$ cat src/rtl/csr_isa_pkg.sv
`default_nettype none

package csr_isa_pkg;

   // Machine-mode CSR addresses
   localparam logic [11:0] ADDR_MSTATUS  = 12'h300;
   localparam logic [11:0] ADDR_MIE      = 12'h304;
   localparam logic [11:0] ADDR_MTVEC    = 12'h305;
   localparam logic [11:0] ADDR_MSCRATCH = 12'h340;
   localparam logic [11:0] ADDR_MEPC     = 12'h341;
   localparam logic [11:0] ADDR_MCAUSE   = 12'h342;

   typedef enum logic [2:0] {
      OP_CSRRW = 3'd0,
      OP_CSRRS = 3'd1,
      OP_CSRRC = 3'd2,
      OP_CSRR  = 3'd3,
      OP_TRAP  = 3'd4,
      OP_MRET  = 3'd5
   } csr_op_e;

   // New bit source during a serial access
   typedef enum logic [1:0] {
      SRC_CSR = 2'd0,  // Keep old bit
      SRC_EXT = 2'd1,
      SRC_SET = 2'd2,
      SRC_CLR = 2'd3
   } csr_src_e;

   typedef struct packed {
      logic irq;           // Interrupt, not exception
      logic e_op;          // ecall or ebreak
      logic ebreak;
      logic mem_misalign;
      logic mem_cmd;       // Store when set
   } trap_cause_t;

endpackage

`default_nettype wire

$ cat src/rtl/csr_uarch_pkg.sv
`default_nettype none

package csr_uarch_pkg;

   localparam int CSR_W = 32;  // CSR word length
   localparam int CNT_W = 5;   // Serial bit counter

   // Strobes decoded from the bit counter
   typedef struct packed {
      logic cnt0to3;   // Bits 0 to 3
      logic cnt2;
      logic cnt3;
      logic cnt7;
      logic cnt_done;  // Bit 31
      logic en;        // Serial access active
   } bit_cnt_t;

   // One-hot register selects for the current access
   typedef struct packed {
      logic mstatus_en;
      logic mie_en;
      logic mcause_en;
      logic mscratch_en;
      logic mepc_en;
      logic mtvec_en;
   } csr_sel_t;

   typedef enum logic [1:0] {
      ST_IDLE  = 2'd0,
      ST_SHIFT = 2'd1,
      ST_DONE  = 2'd2
   } ctrl_state_e;

endpackage

`default_nettype wire

$ cat src/rtl/csr_ctrl.sv
`timescale 1ns/1ps
`default_nettype none

module csr_ctrl (
   input  wire                            i_clk,
   input  wire                            i_rst_n,
   input  wire                            i_start,
   input  wire csr_isa_pkg::csr_op_e      i_op,
   input  wire [11:0]                     i_addr,
   input  wire csr_isa_pkg::trap_cause_t  i_cause,
   output csr_uarch_pkg::bit_cnt_t        o_cnt,
   output csr_uarch_pkg::csr_sel_t        o_sel,
   output csr_isa_pkg::csr_src_e          o_src,
   output logic                           o_trap_taken,
   output logic                           o_mret,
   output csr_isa_pkg::trap_cause_t       o_cause,
   output logic                           o_busy,
   output logic                           o_done
);
   import csr_isa_pkg::*;
   import csr_uarch_pkg::*;

   ctrl_state_e      state;
   logic [CNT_W-1:0] cnt;
   logic             shift_en;
   csr_sel_t         sel_dec;
   csr_src_e         src_dec;

   always_comb begin
      sel_dec = '0;
      case (i_addr)
         ADDR_MSTATUS:  sel_dec.mstatus_en  = 1'b1;
         ADDR_MIE:      sel_dec.mie_en      = 1'b1;
         ADDR_MCAUSE:   sel_dec.mcause_en   = 1'b1;
         ADDR_MSCRATCH: sel_dec.mscratch_en = 1'b1;
         ADDR_MEPC:     sel_dec.mepc_en     = 1'b1;
         ADDR_MTVEC:    sel_dec.mtvec_en    = 1'b1;
         default:       sel_dec = '0;  // Unknown address touches nothing
      endcase
   end

   always_comb begin
      case (i_op)
         OP_CSRRW: src_dec = SRC_EXT;
         OP_CSRRS: src_dec = SRC_SET;
         OP_CSRRC: src_dec = SRC_CLR;
         default:  src_dec = SRC_CSR;
      endcase
   end

   always_ff @(posedge i_clk) begin
      if (!i_rst_n) begin
         state        <= ST_IDLE;
         cnt          <= '0;
         o_sel        <= '0;
         o_src        <= SRC_CSR;
         o_trap_taken <= 1'b0;
         o_mret       <= 1'b0;
         o_cause      <= '0;
      end else begin
         o_trap_taken <= 1'b0;  // Strobes last one cycle
         o_mret       <= 1'b0;
         case (state)
            ST_IDLE: begin
               if (i_start) begin
                  case (i_op)
                     OP_TRAP: begin
                        o_trap_taken <= 1'b1;
                        o_cause      <= i_cause;
                        state        <= ST_DONE;
                     end
                     OP_MRET: begin
                        o_mret <= 1'b1;
                        state  <= ST_DONE;
                     end
                     default: begin
                        o_sel <= sel_dec;
                        o_src <= src_dec;
                        cnt   <= '0;
                        state <= ST_SHIFT;
                     end
                  endcase
               end
            end
            ST_SHIFT: begin
               cnt <= cnt + CNT_W'(1);
               if (&cnt) begin  // Bit 31 ends the access
                  o_sel <= '0;
                  state <= ST_DONE;
               end
            end
            ST_DONE: state <= ST_IDLE;
            default: state <= ST_IDLE;
         endcase
      end
   end

   assign shift_en = (state == ST_SHIFT);

   always_comb begin
      o_cnt.en       = shift_en;
      o_cnt.cnt0to3  = shift_en && (cnt[CNT_W-1:2] == '0);
      o_cnt.cnt2     = shift_en && (cnt == CNT_W'(2));
      o_cnt.cnt3     = shift_en && (cnt == CNT_W'(3));
      o_cnt.cnt7     = shift_en && (cnt == CNT_W'(7));
      o_cnt.cnt_done = shift_en && (&cnt);
   end

   assign o_busy = (state != ST_IDLE);
   assign o_done = (state == ST_DONE);

endmodule

`default_nettype wire

$ cat src/rtl/csr_status.sv
`timescale 1ns/1ps
`default_nettype none

module csr_status (
   input  wire                            i_clk,
   input  wire                            i_rst_n,
   input  wire csr_uarch_pkg::bit_cnt_t   i_cnt,
   input  wire csr_uarch_pkg::csr_sel_t   i_sel,
   input  wire csr_isa_pkg::csr_src_e     i_src,
   input  wire                            i_d,
   input  wire                            i_rf_out,
   input  wire                            i_trap_taken,
   input  wire                            i_mret,
   input  wire csr_isa_pkg::trap_cause_t  i_cause,
   input  wire                            i_mtip,
   output logic                           o_csr_in,
   output logic                           o_q,
   output logic                           o_new_irq
);
   import csr_isa_pkg::*;

   logic       mstatus_mie;
   logic       mstatus_mpie;   // Stored but not readable
   logic       mie_mtie;       // Write only
   logic       mcause31;
   logic [3:0] mcause3_0;
   logic       mstatus_rd;
   logic       mcause_bit;
   logic       csr_out;
   logic       timer_irq;
   logic       timer_irq_r;
   logic [3:0] trap_code;

   // MIE staged at bit 2 so it appears at bit 3
   assign mcause_bit = i_cnt.cnt0to3  ? mcause3_0[0] :
                       i_cnt.cnt_done ? mcause31 : 1'b0;

   assign csr_out = (i_sel.mstatus_en & i_cnt.en & mstatus_rd) |
                    (i_sel.mcause_en & i_cnt.en & mcause_bit) |
                    i_rf_out;

   always_comb begin
      case (i_src)
         SRC_EXT: o_csr_in = i_d;
         SRC_SET: o_csr_in = csr_out | i_d;
         SRC_CLR: o_csr_in = csr_out & ~i_d;
         default: o_csr_in = csr_out;
      endcase
   end

   always_comb begin
      if (i_cause.irq)
         trap_code = 4'd7;
      else if (i_cause.e_op)
         trap_code = i_cause.ebreak ? 4'd3 : 4'd11;
      else if (i_cause.mem_misalign)
         trap_code = i_cause.mem_cmd ? 4'd6 : 4'd4;
      else
         trap_code = 4'd0;
   end

   assign o_q       = csr_out;
   assign timer_irq = i_mtip & mstatus_mie & mie_mtie;
   assign o_new_irq = timer_irq & ~timer_irq_r;

   always_ff @(posedge i_clk) begin
      if (!i_rst_n) begin
         mstatus_mie  <= 1'b0;
         mstatus_mpie <= 1'b0;
         mie_mtie     <= 1'b0;
         mcause31     <= 1'b0;
         mcause3_0    <= 4'd0;
         mstatus_rd   <= 1'b0;
         timer_irq_r  <= 1'b0;
      end else begin
         mstatus_rd  <= i_cnt.cnt2 & mstatus_mie;
         timer_irq_r <= timer_irq;
         if (i_sel.mstatus_en && i_cnt.cnt3)
            mstatus_mie <= o_csr_in;
         if (i_sel.mstatus_en && i_cnt.cnt7)
            mstatus_mpie <= o_csr_in;
         if (i_sel.mie_en && i_cnt.cnt7)
            mie_mtie <= o_csr_in;
         if (i_sel.mcause_en && i_cnt.cnt0to3)
            mcause3_0 <= {o_csr_in, mcause3_0[3:1]};  // Rotates through bit 0
         if (i_sel.mcause_en && i_cnt.cnt_done)
            mcause31 <= o_csr_in;
         if (i_mret)
            mstatus_mie <= mstatus_mpie;
         if (i_trap_taken) begin
            mstatus_mpie <= mstatus_mie;
            mstatus_mie  <= 1'b0;
            mcause31     <= i_cause.irq;
            mcause3_0    <= trap_code;
         end
      end
   end

endmodule

`default_nettype wire

$ cat src/rtl/csr_scratch_rf.sv
`timescale 1ns/1ps
`default_nettype none

module csr_scratch_rf (
   input  wire                            i_clk,
   input  wire csr_uarch_pkg::bit_cnt_t   i_cnt,
   input  wire csr_uarch_pkg::csr_sel_t   i_sel,
   input  wire                            i_csr_in,
   output logic                           o_rf_out
);
   import csr_uarch_pkg::*;

   logic [CSR_W-1:0] rf [0:2];  // mscratch, mepc, mtvec
   logic [2:0]       rf_sel;

   assign rf_sel = {i_sel.mtvec_en, i_sel.mepc_en, i_sel.mscratch_en};

   // Each selected word rotates right, new bit entering at the top
   always_ff @(posedge i_clk) begin
      for (int i = 0; i < $size(rf); i++) begin
         if (i_cnt.en && rf_sel[i])
            rf[i] <= {i_csr_in, rf[i][CSR_W-1:1]};
      end
   end

   always_comb begin
      o_rf_out = 1'b0;
      for (int i = 0; i < $size(rf); i++) begin
         o_rf_out = o_rf_out | (rf_sel[i] & rf[i][0]);
      end
      o_rf_out = o_rf_out & i_cnt.en;
   end

endmodule

`default_nettype wire

$ cat src/rtl/csr_serdes.sv
`timescale 1ns/1ps
`default_nettype none

module csr_serdes (
   input  wire                               i_clk,
   input  wire                               i_rst_n,
   input  wire                               i_start,
   input  wire                               i_busy,
   input  wire [csr_uarch_pkg::CSR_W-1:0]    i_wdata,
   input  wire csr_uarch_pkg::bit_cnt_t      i_cnt,
   input  wire                               i_q,
   output logic                              o_d,
   output logic [csr_uarch_pkg::CSR_W-1:0]   o_rdata
);
   import csr_uarch_pkg::*;

   logic [CSR_W-1:0] wdata_sr;
   logic [CSR_W-2:0] rdata_sr;  // Bits 0 to 30, bit 31 joins at capture

   always_ff @(posedge i_clk) begin
      if (i_start && !i_busy)
         wdata_sr <= i_wdata;
      else if (i_cnt.en)
         wdata_sr <= {1'b0, wdata_sr[CSR_W-1:1]};
      if (i_cnt.en)
         rdata_sr <= {i_q, rdata_sr[CSR_W-2:1]};
   end

   // Held until the next access completes
   always_ff @(posedge i_clk) begin
      if (!i_rst_n)
         o_rdata <= '0;
      else if (i_cnt.cnt_done)
         o_rdata <= {i_q, rdata_sr};
   end

   assign o_d = wdata_sr[0];

endmodule

`default_nettype wire

$ cat src/rtl/csr_serial_top.sv
`timescale 1ns/1ps
`default_nettype none

module csr_serial_top (
   input  wire                               i_clk,
   input  wire                               i_rst_n,
   input  wire                               i_start,
   input  wire csr_isa_pkg::csr_op_e         i_op,
   input  wire [11:0]                        i_addr,
   input  wire [csr_uarch_pkg::CSR_W-1:0]    i_wdata,
   input  wire csr_isa_pkg::trap_cause_t     i_cause,
   input  wire                               i_mtip,
   output logic                              o_busy,
   output logic                              o_done,
   output logic [csr_uarch_pkg::CSR_W-1:0]   o_rdata,
   output logic                              o_new_irq
);
   import csr_isa_pkg::*;
   import csr_uarch_pkg::*;

   bit_cnt_t    cnt;
   csr_sel_t    sel;
   csr_src_e    csr_src;
   trap_cause_t cause;
   logic        trap_taken;
   logic        mret;
   logic        d;
   logic        q;
   logic        csr_in;
   logic        rf_out;

   csr_ctrl csr_ctrl_inst (
      .i_clk        (i_clk),
      .i_rst_n      (i_rst_n),
      .i_start      (i_start),
      .i_op         (i_op),
      .i_addr       (i_addr),
      .i_cause      (i_cause),
      .o_cnt        (cnt),
      .o_sel        (sel),
      .o_src        (csr_src),
      .o_trap_taken (trap_taken),
      .o_mret       (mret),
      .o_cause      (cause),
      .o_busy       (o_busy),
      .o_done       (o_done)
   );

   csr_serdes csr_serdes_inst (
      .i_clk   (i_clk),
      .i_rst_n (i_rst_n),
      .i_start (i_start),
      .i_busy  (o_busy),
      .i_wdata (i_wdata),
      .i_cnt   (cnt),
      .i_q     (q),
      .o_d     (d),
      .o_rdata (o_rdata)
   );

   csr_status csr_status_inst (
      .i_clk        (i_clk),
      .i_rst_n      (i_rst_n),
      .i_cnt        (cnt),
      .i_sel        (sel),
      .i_src        (csr_src),
      .i_d          (d),
      .i_rf_out     (rf_out),
      .i_trap_taken (trap_taken),
      .i_mret       (mret),
      .i_cause      (cause),
      .i_mtip       (i_mtip),
      .o_csr_in     (csr_in),
      .o_q          (q),
      .o_new_irq    (o_new_irq)
   );

   csr_scratch_rf csr_scratch_rf_inst (
      .i_clk    (i_clk),
      .i_cnt    (cnt),
      .i_sel    (sel),
      .i_csr_in (csr_in),
      .o_rf_out (rf_out)
   );

endmodule

`default_nettype wire

$ cat config.mk
export PLATFORM = sky130hd
export DESIGN_NAME = csr_serial_top
export DESIGN_NICKNAME = d
export VERILOG_FILES = /design/src/rtl/csr_isa_pkg.sv /design/src/rtl/csr_uarch_pkg.sv /design/src/rtl/csr_ctrl.sv /design/src/rtl/csr_status.sv /design/src/rtl/csr_scratch_rf.sv /design/src/rtl/csr_serdes.sv /design/src/rtl/csr_serial_top.sv
export SDC_FILE = /design/constraint.sdc
export NUM_CORES = 1
export LEC_CHECK = 0
export ABC_AREA = 1
export BUFFER_PORTS_ARGS = -buffer_cell sky130_fd_sc_hd__buf_2
export CAP_MARGIN = 25
export CORE_MARGIN = 2
export CORE_UTILIZATION = 35
export CTS_CLUSTER_DIAMETER = 150
export CTS_CLUSTER_SIZE = 20
export DETAILED_ROUTE_END_ITERATION = 6
export GPL_TIMING_DRIVEN = 1
export PLACE_DENSITY_LB_ADDON = 0.3
export SETUP_SLACK_MARGIN = 0.02
export SYNTH_ARGS = -nofsm -noshare
export SYNTH_HDL_FRONTEND = slang
export SYNTH_SLANG_ARGS = --single-unit
$ cat constraint.sdc
create_clock -name i_clk -period 4.64 [get_ports i_clk]
set_input_delay 0.464 -clock i_clk [delete_from_list [all_inputs] [get_ports i_clk]]
set_output_delay 0.464 -clock i_clk [all_outputs]
set_load 0.05 [all_outputs]
### Word-level counts from Yosys, hierarchy flattened

Index checks and enable logic that the tools add are counted.

| storage, ports and cells | value |
|---|---|
| flip-flop bits (word level) | 223 |
| bits in latches | 0 |
| memory bits (writable) | 0 |
| bits in read-only memories | 0 |
| output and inout port bits | 35 |
| word-level logic and storage cells | 145 |
| memories kept | 0 |

| cells by class | value |
|---|---|
| add/sub/neg operators | 1 |
| multipliers | 0 |
| divide/modulo/power cells | 0 |
| $lt $le $gt $ge | 0 |
| equality and inequality tests | 21 |
| shift-type cells | 0 |
| mux-type cells | 38 |
| bitwise gates (word level) | 22 |
| reduce and logical (&&, ||, !) cells | 34 |

Operator list:

| operator | number |
|---|---|
| $eq A12 B10 Y1 const B | 6 |
| $mux W32 | 2 |
| $mux W4 | 6 |
| $mux W6 | 3 |
| $mux W1 | 16 |
| $logic_and A1 B1 Y1 | 14 |
| $reduce_bool A2 Y1 | 7 |
| $and A1 B1 Y1 | 13 |
| $pmux W6 S2 | 1 |
| $reduce_and A3 Y1 | 4 |
| $eq A5 B2 Y1 const B | 2 |
| $mux W5 | 2 |
| $pmux W5 S2 | 1 |
| $mux W2 | 4 |
| $eq A2 B2 Y1 const B | 3 |
| $eq A3 B3 Y1 const B | 2 |
| $logic_not A3 Y1 | 2 |
| $ne A2 B2 Y1 const B | 3 |
| $pmux W2 S3 | 1 |
| $add A5 B1 Y5 const B | 1 |
| $eq A5 B3 Y1 const B | 1 |
| $or A1 B1 Y1 | 5 |
| $reduce_and A5 Y1 | 1 |
| $eq A2 B1 Y1 const B | 2 |
| other kinds (10) | 14 |

### Longest topological paths before layout

Gate-level depths: netlist of run 1.

| logic depth | value |
|---|---|
| word-level depth | 11 |
| depth in mapped cells | 13 |
| depth with buffers taken out | 12 |

### Modules after synthesis

Synthesis of run 1 repeated with hierarchy kept, for this count alone.

| unflattened totals | value |
|---|---|
| cells, all modules | 741 |
| area total of the unflattened synthesis | 8304.2 um^2 |

Modules (own cells, without submodules):

| module | instances | cells an instance | area each (um^2) |
|---|---|---|---|
| csr_serdes | 1 | 373 | 3643.5 |
| csr_scratch_rf | 1 | 108 | 2929.1 |
| csr_ctrl | 1 | 180 | 1161.1 |
| csr_status | 1 | 80 | 570.5 |

### Worst setup path after synthesis of run 1

No wires, ideal clock.

| timing path | value |
|---|---|
| path type | reg2reg |
| start | reg csr_ctrl_inst.state[0] |
| end | reg csr_scratch_rf_inst.rf[0] in the netlist's numbering (enable) |
| setup time | 0.421 ns |
| arrival | 2.002 ns |
| required time | 4.219 ns |
| setup slack | 2.217 ns |
| stages on the path, launching flop included | 4 |
| period minus slack after synthesis | 2.423 ns |
| cells stage by stage | dfxtp_1 > nand2_2 > buf_6 > nor2_1 |

| on the way | value |
|---|---|
| longest elaborated chain between the ends | 2 |

RTL lines:

| element | line | text |
|---|---|---|
| start, declared | csr_ctrl.sv:23 | `ctrl_state_e state;` |
| start signal, assigned | csr_ctrl.sv:53 | `state <= ST_IDLE;` |
| start signal, assigned | csr_ctrl.sv:70 | `state <= ST_DONE;` |
| start signal, assigned | csr_ctrl.sv:74 | `state <= ST_DONE;` |
| $eq A2 B1 Y1 | csr_ctrl.sv:98 | `assign shift_en = (state == ST_SHIFT);` |
| $logic_and A1 B1 Y1 | csr_scratch_rf.sv:21 | `if (i_cnt.en && rf_sel[i])` |
| end signal, assigned by index | csr_scratch_rf.sv:22 | `rf[i] <= {i_csr_in, rf[i][CSR_W-1:1]};` |
| end, declared | csr_scratch_rf.sv:13 | `logic [CSR_W-1:0] rf [0:2];` |

Every way passes these cells.
A chain may end at the register's enable or synchronous reset.

### Worst setup path after layout of run 1

| timing path | value |
|---|---|
| start | reg csr_ctrl_inst.cnt[1] |
| end | reg csr_status_inst.mstatus_mpie |

| on the way | value |
|---|---|
| longest elaborated chain between the ends | 11 |

RTL lines:

| element | line | text |
|---|---|---|
| start, declared | csr_ctrl.sv:24 | `logic [CNT_W-1:0] cnt;` |
| start signal, assigned | csr_ctrl.sv:86 | `cnt <= cnt + CNT_W'(1);` |
| $reduce_and A5 Y1 * | csr_ctrl.sv:106 | `o_cnt.cnt_done = shift_en && (&cnt);` |
| $logic_and A1 B1 Y1 * | csr_ctrl.sv:106 |  |
| $mux W1 * | csr_status.sv:36 | `i_cnt.cnt_done ? mcause31 : 1'b0;` |
| $mux W1 * | csr_status.sv:35 | `assign mcause_bit = i_cnt.cnt0to3 ? mcause3_0[0] :` |
| $and A1 B1 Y1 * | csr_status.sv:39 | `(i_sel.mcause_en & i_cnt.en & mcause_bit) \|` |
| $or A1 B1 Y1 * | csr_status.sv:38 | `assign csr_out = (i_sel.mstatus_en & i_cnt.en & mstatus_rd) \|` |
| $or A1 B1 Y1 * | csr_status.sv:39 |  |
| $and A1 B1 Y1 / $or A1 B1 Y1 (equally long branches) | csr_status.sv:46, csr_status.sv:45 |  |
| $pmux W1 S3 * | csr_status.sv:43 | `case (i_src)` |
| net csr_in | csr_serial_top.sv:29 | `logic csr_in;` |
| $mux W1 * | csr_status.sv:80 | `if (i_sel.mstatus_en && i_cnt.cnt7)` |
| $mux W1 * | csr_status.sv:90 | `if (i_trap_taken) begin` |
| end signal, assigned | csr_status.sv:81 | `mstatus_mpie <= o_csr_in;` |
| end signal, assigned | csr_status.sv:91 | `mstatus_mpie <= mstatus_mie;` |
| end, declared | csr_status.sv:23 | `logic mstatus_mpie;` |

Mark *: on every way through the listed nets, which the timed path passes. The rest lies on a longest branch. The select of a mux whose other input is x is not followed.

==> metrics.csv, run 1 <==
stage,metric,value,unit
setup_path,CP required,5060,ps
synth,register area share after synthesis,0.7554,
synth,Avg Inst Size Synth,12.56,um^2
synth,simple-gate portion of the synthesized area,0.1483,
floorplanning,total I/O pin count,91,
floorplanning,row cnt,55,
grt,GR Overflow Total,0,
clock_tree,cts repair resizes,0,
clock_tree,worst skew pair latency,490,ps
power,Worst VDD drop,0.1681,mV
synth,post-synthesis mux area share,0,
synth,ranking of synthesized cells by area,"edfxtp_1 60%, dfxtp_1 16%, nand2_1 7.5%",
layout,final cell count without fillers,1018,
sta,Setup TNS,0,ps
worst_hold_path,hold depth,3,
sta,RSZ-0062 raised after global routing,no,
layout,Final #Nets,783,
synth,largest area contributor in the netlist,edfxtp_1,
routing,DR WL/cell,14.01,um
synth,Synthesized Nets,697,
floorplanning,CORE AREA,22570,um^2
grt,first-pass GRT wire length,22.78,mm
setup_path,CP max stage delay,380,ps
routing,First-pass DRT Iterations,4,
grt,vias in the first global route,4351,
synth,Ys Warns,0,
power,Leakage,0.003414,uW
sta,worst hold slack,194.6,ps
floorplanning,Die Wd,155.3,um
setup_path,Worst path slowest cell,dfxtp_1,
routing,Final ANT Viol Nets,0,
placement,number of port buffers,90,
clock_tree,clk slew on worst S/H paths,80,ps
setup_path,worst-path fanout max,35,
sta,Final Cycle Share,0.4686,
synth,synthesized cell area,8016,um^2
synth,top-count cell post-synth,nand2_1,
flow_run,max cap viols,0,
clock_tree,CTS tree,built,
synth,Synth Area in Adders,0.004682,
setup_path,critical path class,register to register,
placement,DP Cell Count,992,
synth,Synth Instances,638,
grt,GRT Overall Usage,0.1157,
floorplanning,initial core utilization,0.3552,
synth,Synth top area share,0.5956,
layout,ant diodes,0,
synth,Post-synth ARST share,0,
synth,post-synthesis xor/xnor area fraction,0,
synth,flop and latch count out of synthesis,223,
grt,largest net degree at the start of global routing,71,
routing,post-DR vias/cell,4.626,
sta,worst-margin pin slew,895.5,ps
setup_path,CP endpoint kind,register,
sta,Rel. slew slack,0.4023,
layout,share of post-route cells with drive strength above 1,0.1855,
synth,Commonest cells post-synth,"160 x nand2_1, 159 x edfxtp_1, 64 x dfxtp_1, 49 x a21oi_1, 48 x nand3_1",
sta,final hold violation count,0,
clock_tree,CTS sink cnt,223,
setup_path,"most used cell, CP",nand2_1,
layout,fill count,2181,
floorplanning,Die Y,155.3,um
clock_tree,postcts setup bufs,0,
routing,total number of vias,4709,
power,PwrDens,408.6,nW/um^2
sta,worst clock skew,26.37,ps
synth,Post-synth EDFFs,159,
status,status,"finished, final reports clean",
synth,Synth Area in Compound Gates,0.05229,
synth,largest family of logic cells by synthesized area,simple AND/OR/NAND/NOR gates,
placement,Final GP Congestion,0.7818,
synth,commonest register cell after synthesis,edfxtp_1,
setup_path,crit start category,register,
setup_path,Worst R2R Path Depth,13,
sta,FMAX,0.4599,GHz
clock_tree,Root Buffer,clkbuf_16,
placement,Detailed Place HPWL,8.637,mm
worst_hold_path,HP Class,input pin to register,
sta,Final setup viols,0,
synth,distinct cell type count after synthesis,36,
clock_tree,Post-CTS Hold Buffers,0,
sta,Final Critical Period,2174,ps
floorplanning,die area,24130,um^2
clock_tree,CTS buffer count,15,
routing,drc violations,0,
layout,area grow syn2layout,14.09,%
clock_tree,worst-case clock buffer depth,3,
routing,DRT iter0 DRCs,342,
setup_path,chain of cells forming the critical path,ha_1 -> nand2_1 -> nor2_1 -> ha_1 -> buf_4 -> nand2_1 -> nand2_1 -> nand3_1 -> nand2_1 -> nand3_1 -> nand2_2 -> nand3_1 -> a21oi_1,
clock_tree,H-tree depth,1,
routing,drt total wl,14.26,mm
grt,initial antenna violation count,0,
setup_path,Worst Path Arrival,2600,ps
sta,Pins Over Slew Limit,0,
## final cells by class
cell class              instances  area [um^2]  area share
flip-flops and latches        223         6056      0.6621
repair buffers                 95        488.0     0.05335
well taps                     285        356.6     0.03899
multi-input cells             349         1653      0.1807
inverters                      40        155.1     0.01696
clock inverters                 2        28.78    0.003146
clock buffers                  24        409.1     0.04473
## metal layers
layer	wire length, um	global-route usage	vias up
li1	-	-	2367
met5	0	0	-
met2	5575	0.1553	115
met3	697	0.02618	18
met4	317	0.03102	0
met1	7672	0.1854	2209
## cell families after synthesis
group,Yosys count
AND/OR/NAND/NOR,269
flip-flops,223
AO/OA/AOI/OAI,77
adder cells (fa/ha/maj),3
buffers and inverters,66
## stage by stage
step	setup WS (ps)	utilization	area (um^2)	power [uW]
2_1_floorplan	2217	-	8016	2433
4_1_cts	2454	0.4052	9146	3791
5_1_grt	2172	0.4052	9146	3893
3_5_place_dp	2485	0.3858	8708	2495
6_report	2466	0.4052	9146	3737
3_3_place_gp	2545	0.3858	8708	2489
## power by group
group          switching [uW]  total (uW)  internal, uW
Combinational             145         203          58.4
Clock                     665        1290           625
Sequential               28.0        2240          2220
## layout by cell type (no fill, tap or decap), types with 2 or more instances in the layout
master / count
nor2_1: 25
nand4_1: 3
nand2_4: 3
nor2_2: 6
ha_1: 3
clkbuf_1: 9
a22oi_1: 3
inv_1: 38
edfxtp_1: 159
nor2_4: 3
buf_2: 90
nor3_1: 8
o21ai_0: 16
dfxtp_1: 64
a31oi_1: 5
buf_4: 5
a21oi_1: 49
inv_6: 2
clkbuf_16: 15
nand3_1: 48
nor3b_1: 2
nand2_1: 160
or2_2: 2
nand2_2: 4
## sequential cells by signal, summed over array words and instances (netlist names), 2 cells and up
register                   cells
csr_serdes_inst.wdata_sr      32
csr_ctrl_inst.o_sel            6
csr_scratch_rf_inst.rf        96
csr_status_inst.mcause3_0      4
csr_ctrl_inst.o_src            2
csr_serdes_inst.o_rdata       32
csr_serdes_inst.rdata_sr      31
csr_ctrl_inst.state            2
csr_ctrl_inst.o_cause          5
csr_ctrl_inst.cnt              5
## worst max-delay path, delay by kind of cell, from the launching register on
| family | cells | cell delay [ps] |
|---|---|---|
| AND/OR/NAND/NOR | 9 | 870 |
| AO/OA/AOI/OAI | 1 | 130 |
| flip-flops | 1 | 380 |
| buffers and inverters | 1 | 360 |
| adder cells (fa/ha/maj) | 2 | 360 |
## worst paths after layout
check / start / endpoint / slack, ps
hold reg to reg: csr_scratch_rf_inst.rf[50]$_DFFE_PP_ / csr_scratch_rf_inst.rf[49]$_DFFE_PP_ / 400
setup reg to reg: csr_ctrl_inst.cnt[1]$_SDFFE_PN0P_ / csr_status_inst.mstatus_mpie$_SDFFE_PN0P_ / 2470
setup / recovery: csr_ctrl_inst.cnt[1]$_SDFFE_PN0P_ / csr_status_inst.mstatus_mpie$_SDFFE_PN0P_ / 2470
hold / removal: i_cause[0] / csr_ctrl_inst.o_cause[0]$_SDFFE_PN0P_ / 190
Note: power is estimated with default switching activity, not from simulation.
==> run 2: changes to the inputs <==
==> constraint.sdc (replaced) <==
create_clock -name i_clk -period 2.3 [get_ports i_clk]
set_input_delay 0.23 -clock i_clk [delete_from_list [all_inputs] [get_ports i_clk]]
set_output_delay 0.23 -clock i_clk [all_outputs]
set_load 0.05 [all_outputs]
==> run 2 against run 1 <==
Design area up 0.83%. Die area stayed put. Core utilization grew 0.34 points. Critical endpoint is now csr_ctrl_inst.o_src[0]$_SDFFE_PN0P_. Largest cell class unchanged. Largest power group unchanged. Highest routed layer unchanged.
==> metrics.csv, run 2 (synthesis gave the netlist of run 1 again) <==
stage,metric,value,unit
worst_hold_path,hold_sp,i_wdata[13],
placement,DP Cell Count,996,
layout,final cell count without fillers,1026,
setup_path,worst-path fanout max,21,
layout,"Most flops, register",csr_scratch_rf_inst.rf,
routing,Final ANT Viol Nets,0,
setup_path,CP max stage delay,560,ps
setup_path,critical path class,register to register,
clock_tree,Root Buffer,clkbuf_16,
setup_path,chain of cells forming the critical path,nor2_4 -> nand2_4 -> nor2_2 -> inv_1 -> nand2_1 -> o32ai_1 -> dlygate4sd3_1,
layout,"commonest non-fill, non-tap cell in the layout",nand2_1,
floorplanning,initial core utilization,0.3552,
grt,GRT Overall Usage,0.1157,
placement,Detailed Place HPWL,8.961,mm
setup_path,Worst Path Arrival,2400,ps
floorplanning,Die Wd,155.3,um
sta,RSZ-0062 raised after global routing,no,
layout,share of post-route cells with drive strength above 1,0.1889,
placement,number of port buffers,90,
clock_tree,worst skew pair latency,480,ps
status,status,"finished, final reports clean",
grt,initial antenna violation count,0,
sta,worst hold slack,17.34,ps
routing,First-pass DRT Iterations,5,
sta,FMAX,0.4912,GHz
layout,area grow syn2layout,15.05,%
layout,highest-count cells in the layout ignoring fill and taps,"160 x nand2_1, 159 x edfxtp_1, 90 x buf_2",
routing,post-DR vias/cell,4.609,
routing,DR WL/cell,13.66,um
placement,Final GP Congestion,0.7707,
power,Worst VDD drop,0.6331,mV
power,PwrDens,813.0,nW/um^2
sta,Rel. slew slack,0.6164,
routing,DRT iter0 DRCs,401,
sta,Final setup viols,0,
routing,total number of vias,4729,
setup_path,FF-to-FF Start,csr_ctrl_inst.state[0]$_SDFFE_PN0P_,
clock_tree,CTS tree,built,
sta,worst clock skew,15.85,ps
routing,drt total wl,14.02,mm
clock_tree,CTS buffer count,15,
sta,final hold violation count,0,
sta,Final Cycle Share,0.8851,
worst_hold_path,HP Class,input pin to register,
floorplanning,total I/O pin count,91,
grt,largest net degree at the start of global routing,48,
setup_path,CP endpoint kind,register,
clock_tree,H-tree depth,1,
layout,Final #Nets,792,
setup_path,Worst path slowest cell,dlygate4sd3_1,
clock_tree,clk slew on worst S/H paths,80,ps
layout,final core occ,0.4086,
layout,Largest regs,"csr_scratch_rf_inst.rf: 96 flops, csr_serdes_inst.o_rdata: 32 flops, csr_serdes_inst.wdata_sr: 32 flops",
grt,vias in the first global route,4354,
clock_tree,worst-case clock buffer depth,3,
power,Leakage,0.003456,uW
sta,Pins Over Slew Limit,0,
sta,Final Critical Period,2036,ps
setup_path,crit start category,register,
setup_path,Setup crit start,csr_ctrl_inst.state[0]$_SDFFE_PN0P_,
grt,first-pass GRT wire length,22.65,mm
layout,Largest register FFs,96,
routing,drc violations,0,
flow_run,max cap viols,0,
floorplanning,die area,24130,um^2
clock_tree,CTS sink cnt,223,
grt,GR Overflow Total,0,
floorplanning,Die Y,155.3,um
floorplanning,row cnt,55,
floorplanning,CORE AREA,22570,um^2
setup_path,CP required,2660,ps
layout,ant diodes,0,
sta,worst-margin pin slew,574.8,ps
==> run 2: path summary, 6_finish.rpt <==
path	cells past startpoint	end	slack [ps]
hold reg to reg	0	csr_scratch_rf_inst.rf[24]$_DFFE_PP_	420
setup / recovery	7	csr_ctrl_inst.o_src[0]$_SDFFE_PN0P_	260
hold / removal	3	csr_serdes_inst.wdata_sr[13]$_DFFE_PP_	20
setup reg to reg	7	csr_ctrl_inst.o_src[0]$_SDFFE_PN0P_	260
==> run 2: area by class of cell <==
class	instances	area, um^2
timing repair buffer	104	568.0
multi-input combinational	349	1653
tap	285	356.6
sequential	223	6056
inverter	40	155.1
clock inverter	2	28.78
fill	2135	13350
clock buffer	23	405.4
==> run 2: where the power goes <==
| part | internal (uW) | leakage [uW] | switching, uW |
|---|---|---|---|
| sequential | 4470 | 0.00199 | 56.2 |
| clock | 1250 | 0.000209 | 1300 |
| combinational | 133 | 0.00126 | 289 |
| total | 5860 | 0.00346 | 1640 |
==> run 2: routing by layer <==
metal | vias to the layer above | global-route usage | wire (um)
met3 | 17 | 0.02646 | 748
met5 | - | 0 | 0
met1 | 2212 | 0.1812 | 7291
met2 | 115 | 0.1599 | 5726
met4 | 0 | 0.03145 | 252
li1 | 2385 | - | -
==> run 2: worst max-delay path: cells and delay by family (launching register included) <==
kind / cells / cell delay (ps)
buffers and inverters: 2 / 640
AND/OR/NAND/NOR: 4 / 850
AO/OA/AOI/OAI: 1 / 90
flip-flops: 1 / 360
==> run 2: stage by stage <==
step                total power (uW)  instance area, um^2  setup WS, ps  TNS, ps
finish                          7498                 9223         264.2        0
global route                    7814                 9223         52.14        0
CTS                             7606                 9223         288.8        0
detailed placement              5036                 8738         286.6        0
global placement                5030                 8738         345.6        0
floorplan                       4908                 8016        -123.1   -11820
==> run 2: what timing repair did <==
item,in CTS,in global routing
hold buffers,5,0
buffers inserted,0,0
resized for setup,0,0
hold endpoints to repair,4,0
==> run 3: changes to the inputs <==
--- a/config.mk
+++ b/config.mk
@@ -15,6 +15,7 @@
 export DETAILED_ROUTE_END_ITERATION = 6
 export GPL_TIMING_DRIVEN = 1
 export PLACE_DENSITY_LB_ADDON = 0.3
+export RECOVER_POWER = 50
 export SETUP_SLACK_MARGIN = 0.02
 export SYNTH_ARGS = -nofsm -noshare
 export SYNTH_HDL_FRONTEND = slang
==> run 3 against run 2 <==
Register-to-register slack about the same. Sequential cell count unchanged. Worst hold slack got worse by 0.74 ps. Combinational power decreased by 4%. Power decreased by 0.19%. Largest power group unchanged. Highest routed layer unchanged.
==> metrics.csv, run 3 (synthesis gave the netlist of run 1 again) <==
stage,metric,value,unit
placement,number of port buffers,90,
setup_path,FF-to-FF Start,csr_ctrl_inst.cnt[1]$_SDFFE_PN0P_,
setup_path,R2R Setup Slk,270,ps
clock_tree,CTS tree,built,
clock_tree,H-tree depth,1,
flow_run,max cap viols,0,
setup_path,Worst Path Arrival,2360,ps
sta,FMAX,0.4932,GHz
routing,total number of vias,4705,
floorplanning,total I/O pin count,91,
clock_tree,Post-CTS Hold Buffers,5,
power,combinational share of power,0.054,
setup_path,crit start category,register,
floorplanning,row cnt,55,
clock_tree,worst-case clock buffer depth,3,
setup_path,critical path class,register to register,
clock_tree,CTS sink cnt,223,
clock_tree,postcts setup bufs,0,
setup_path,worst-path fanout max,34,
sta,setup ws final,272.3,ps
layout,highest-count cells in the layout ignoring fill and taps,"162 x nand2_1, 159 x edfxtp_1, 64 x dfxtp_1",
grt,largest net degree at the start of global routing,48,
sta,worst-margin pin slew,969.4,ps
layout,"commonest non-fill, non-tap cell in the layout",nand2_1,
layout,fill count,2168,
placement,Detailed Place HPWL,8.961,mm
layout,"Most flops, register",csr_scratch_rf_inst.rf,
placement,Final GP Congestion,0.7707,
routing,Final ANT Viol Nets,0,
layout,Largest regs,"csr_scratch_rf_inst.rf: 96 flops, csr_serdes_inst.o_rdata: 32 flops, csr_serdes_inst.wdata_sr: 32 flops",
status,status,"finished, final reports clean",
clock_tree,Root Buffer,clkbuf_16,
routing,drt total wl,14.00,mm
layout,Largest register FFs,96,
routing,First-pass DRT Iterations,4,
grt,GRT Overall Usage,0.1157,
layout,Final #Nets,792,
worst_hold_path,hold depth,3,
clock_tree,cts repair resizes,0,
power,sw frac,0.2185,
grt,initial antenna violation count,0,
layout,area grow syn2layout,13.97,%
power,PwrDens,819.1,nW/um^2
floorplanning,Die Wd,155.3,um
layout,ant diodes,0,
setup_path,Worst R2R Path Depth,9,
clock_tree,CTS buffer count,15,
worst_hold_path,"Endpoint, Worst Hold",csr_serdes_inst.wdata_sr[13]$_DFFE_PP_,
power,sw power,1635,uW
clock_tree,worst skew pair latency,480,ps
routing,DRT iter0 DRCs,367,
setup_path,CP required,2630,ps
sta,Rel. slew slack,0.3537,
floorplanning,initial core utilization,0.3552,
routing,DR WL/cell,13.65,um
sta,Final Critical Period,2028,ps
floorplanning,Die Y,155.3,um
sta,final hold violation count,0,
power,Leakage,0.003293,uW
power,Pint,5848,uW
routing,drc violations,0,
floorplanning,CORE AREA,22570,um^2
clock_tree,clk slew on worst S/H paths,90,ps
sta,Final Cycle Share,0.8816,
sta,Final setup viols,0,
worst_hold_path,hold_sp,i_wdata[13],
power,Worst VDD drop,0.6245,mV
setup_path,CP endpoint kind,register,
sta,Pins Over Slew Limit,0,
layout,share of post-route cells with drive strength above 1,0.1323,
sta,worst clock skew,16.88,ps
sta,RSZ-0062 raised after global routing,no,
routing,post-DR vias/cell,4.586,
layout,final core occ,0.4048,
power,clock share of power,0.341,
grt,GR Overflow Total,0,
worst_hold_path,HP Class,input pin to register,
power,Reg power frac,0.605,
floorplanning,die area,24130,um^2
grt,vias in the first global route,4354,
setup_path,r2r endpoint,csr_ctrl_inst.o_sel[3]$_SDFFE_PN0P_,
placement,Post-Place Worst Slack,286.6,ps
grt,first-pass GRT wire length,22.65,mm
==> run 3: cell count changes in the layout (fill, tap and decap cells not counted), moves of 2 or more <==
cell      previous run  this run
buf_2               90        54
clkbuf_2             0         2
nor2_1              25        27
clkbuf_1             8        44
nand2_1            160       162
buf_4                9         7
==> run 3: how the worst max path moves through the flow <==
stage                                                to                                start  slack [ps]  depth (start not counted)
2_1_floorplan       csr_scratch_rf_inst.rf[0]$_DFFE_PP_  csr_ctrl_inst.state[0]$_SDFFE_PN0P_        -120                          3
3_3_place_gp   csr_serdes_inst.o_rdata[31]$_SDFFE_PN0N_    csr_ctrl_inst.cnt[1]$_SDFFE_PN0P_         350                         10
3_5_place_dp        csr_ctrl_inst.o_sel[3]$_SDFFE_PN0P_    csr_ctrl_inst.cnt[1]$_SDFFE_PN0P_         290                          9
4_1_cts             csr_ctrl_inst.o_src[0]$_SDFFE_PN0P_  csr_ctrl_inst.state[0]$_SDFFE_PN0P_         290                          7
5_1_grt        csr_serdes_inst.o_rdata[31]$_SDFFE_PN0N_    csr_ctrl_inst.cnt[1]$_SDFFE_PN0P_          50                          9
6_report            csr_ctrl_inst.o_sel[3]$_SDFFE_PN0P_    csr_ctrl_inst.cnt[1]$_SDFFE_PN0P_         270                          9
==> run 3: power groups by stage <==
stage	logic (uW)	registers (uW)	clock network, uW
2_1_floorplan	310	4600	0
3_3_place_gp	418	4610	0
3_5_place_dp	420	4620	0
4_1_cts	428	4530	2650
5_1_grt	468	4540	2790
6_report	406	4530	2550
==> run 3: per-stage QoR <==
stage	instance area (um^2)	power (uW)	TNS [ps]	hold WS, ps	std cells
3_5_place_dp	8738	5036	0	404.5	996
4_1_cts	9223	7606	0	2.099	1026
5_1_grt	9136	7799	0	12.66	1026
6_report	9136	7484	0	16.60	1026
3_3_place_gp	8738	5030	0	400.8	996
2_1_floorplan	8016	4908	-11820	344.3	638
==> run 3: worst max-delay path: stages (launching register included) <==
cell and delay, ps:
dfxtp_1 390, ha_1 210, nand2_1 80, nor2_1 100
ha_1 170, buf_4 350, nor2_2 110, or2_1 320
nand2_1 90, a21oi_1 60
==> run 3: cell type report <==
class / count / area, um^2 / share of cell area
multi-input combinational: 349 / 1617 / 0.1769
sequential: 223 / 6056 / 0.6628
tap: 285 / 356.6 / 0.03903
clock inverter: 2 / 28.78 / 0.003150
clock buffer: 23 / 405.4 / 0.04437
inverter: 40 / 155.1 / 0.01698
timing repair buffer: 104 / 518.0 / 0.05670
==> run 3: metal layers <==
layer  up-vias  routed length [um]  GRT usage
li1       2385                   -          -
met1      2188                7214     0.1812
met2       114                5719     0.1599
met3        18                 815    0.02646
met4         0                 252    0.03145
met5         -                   0          0
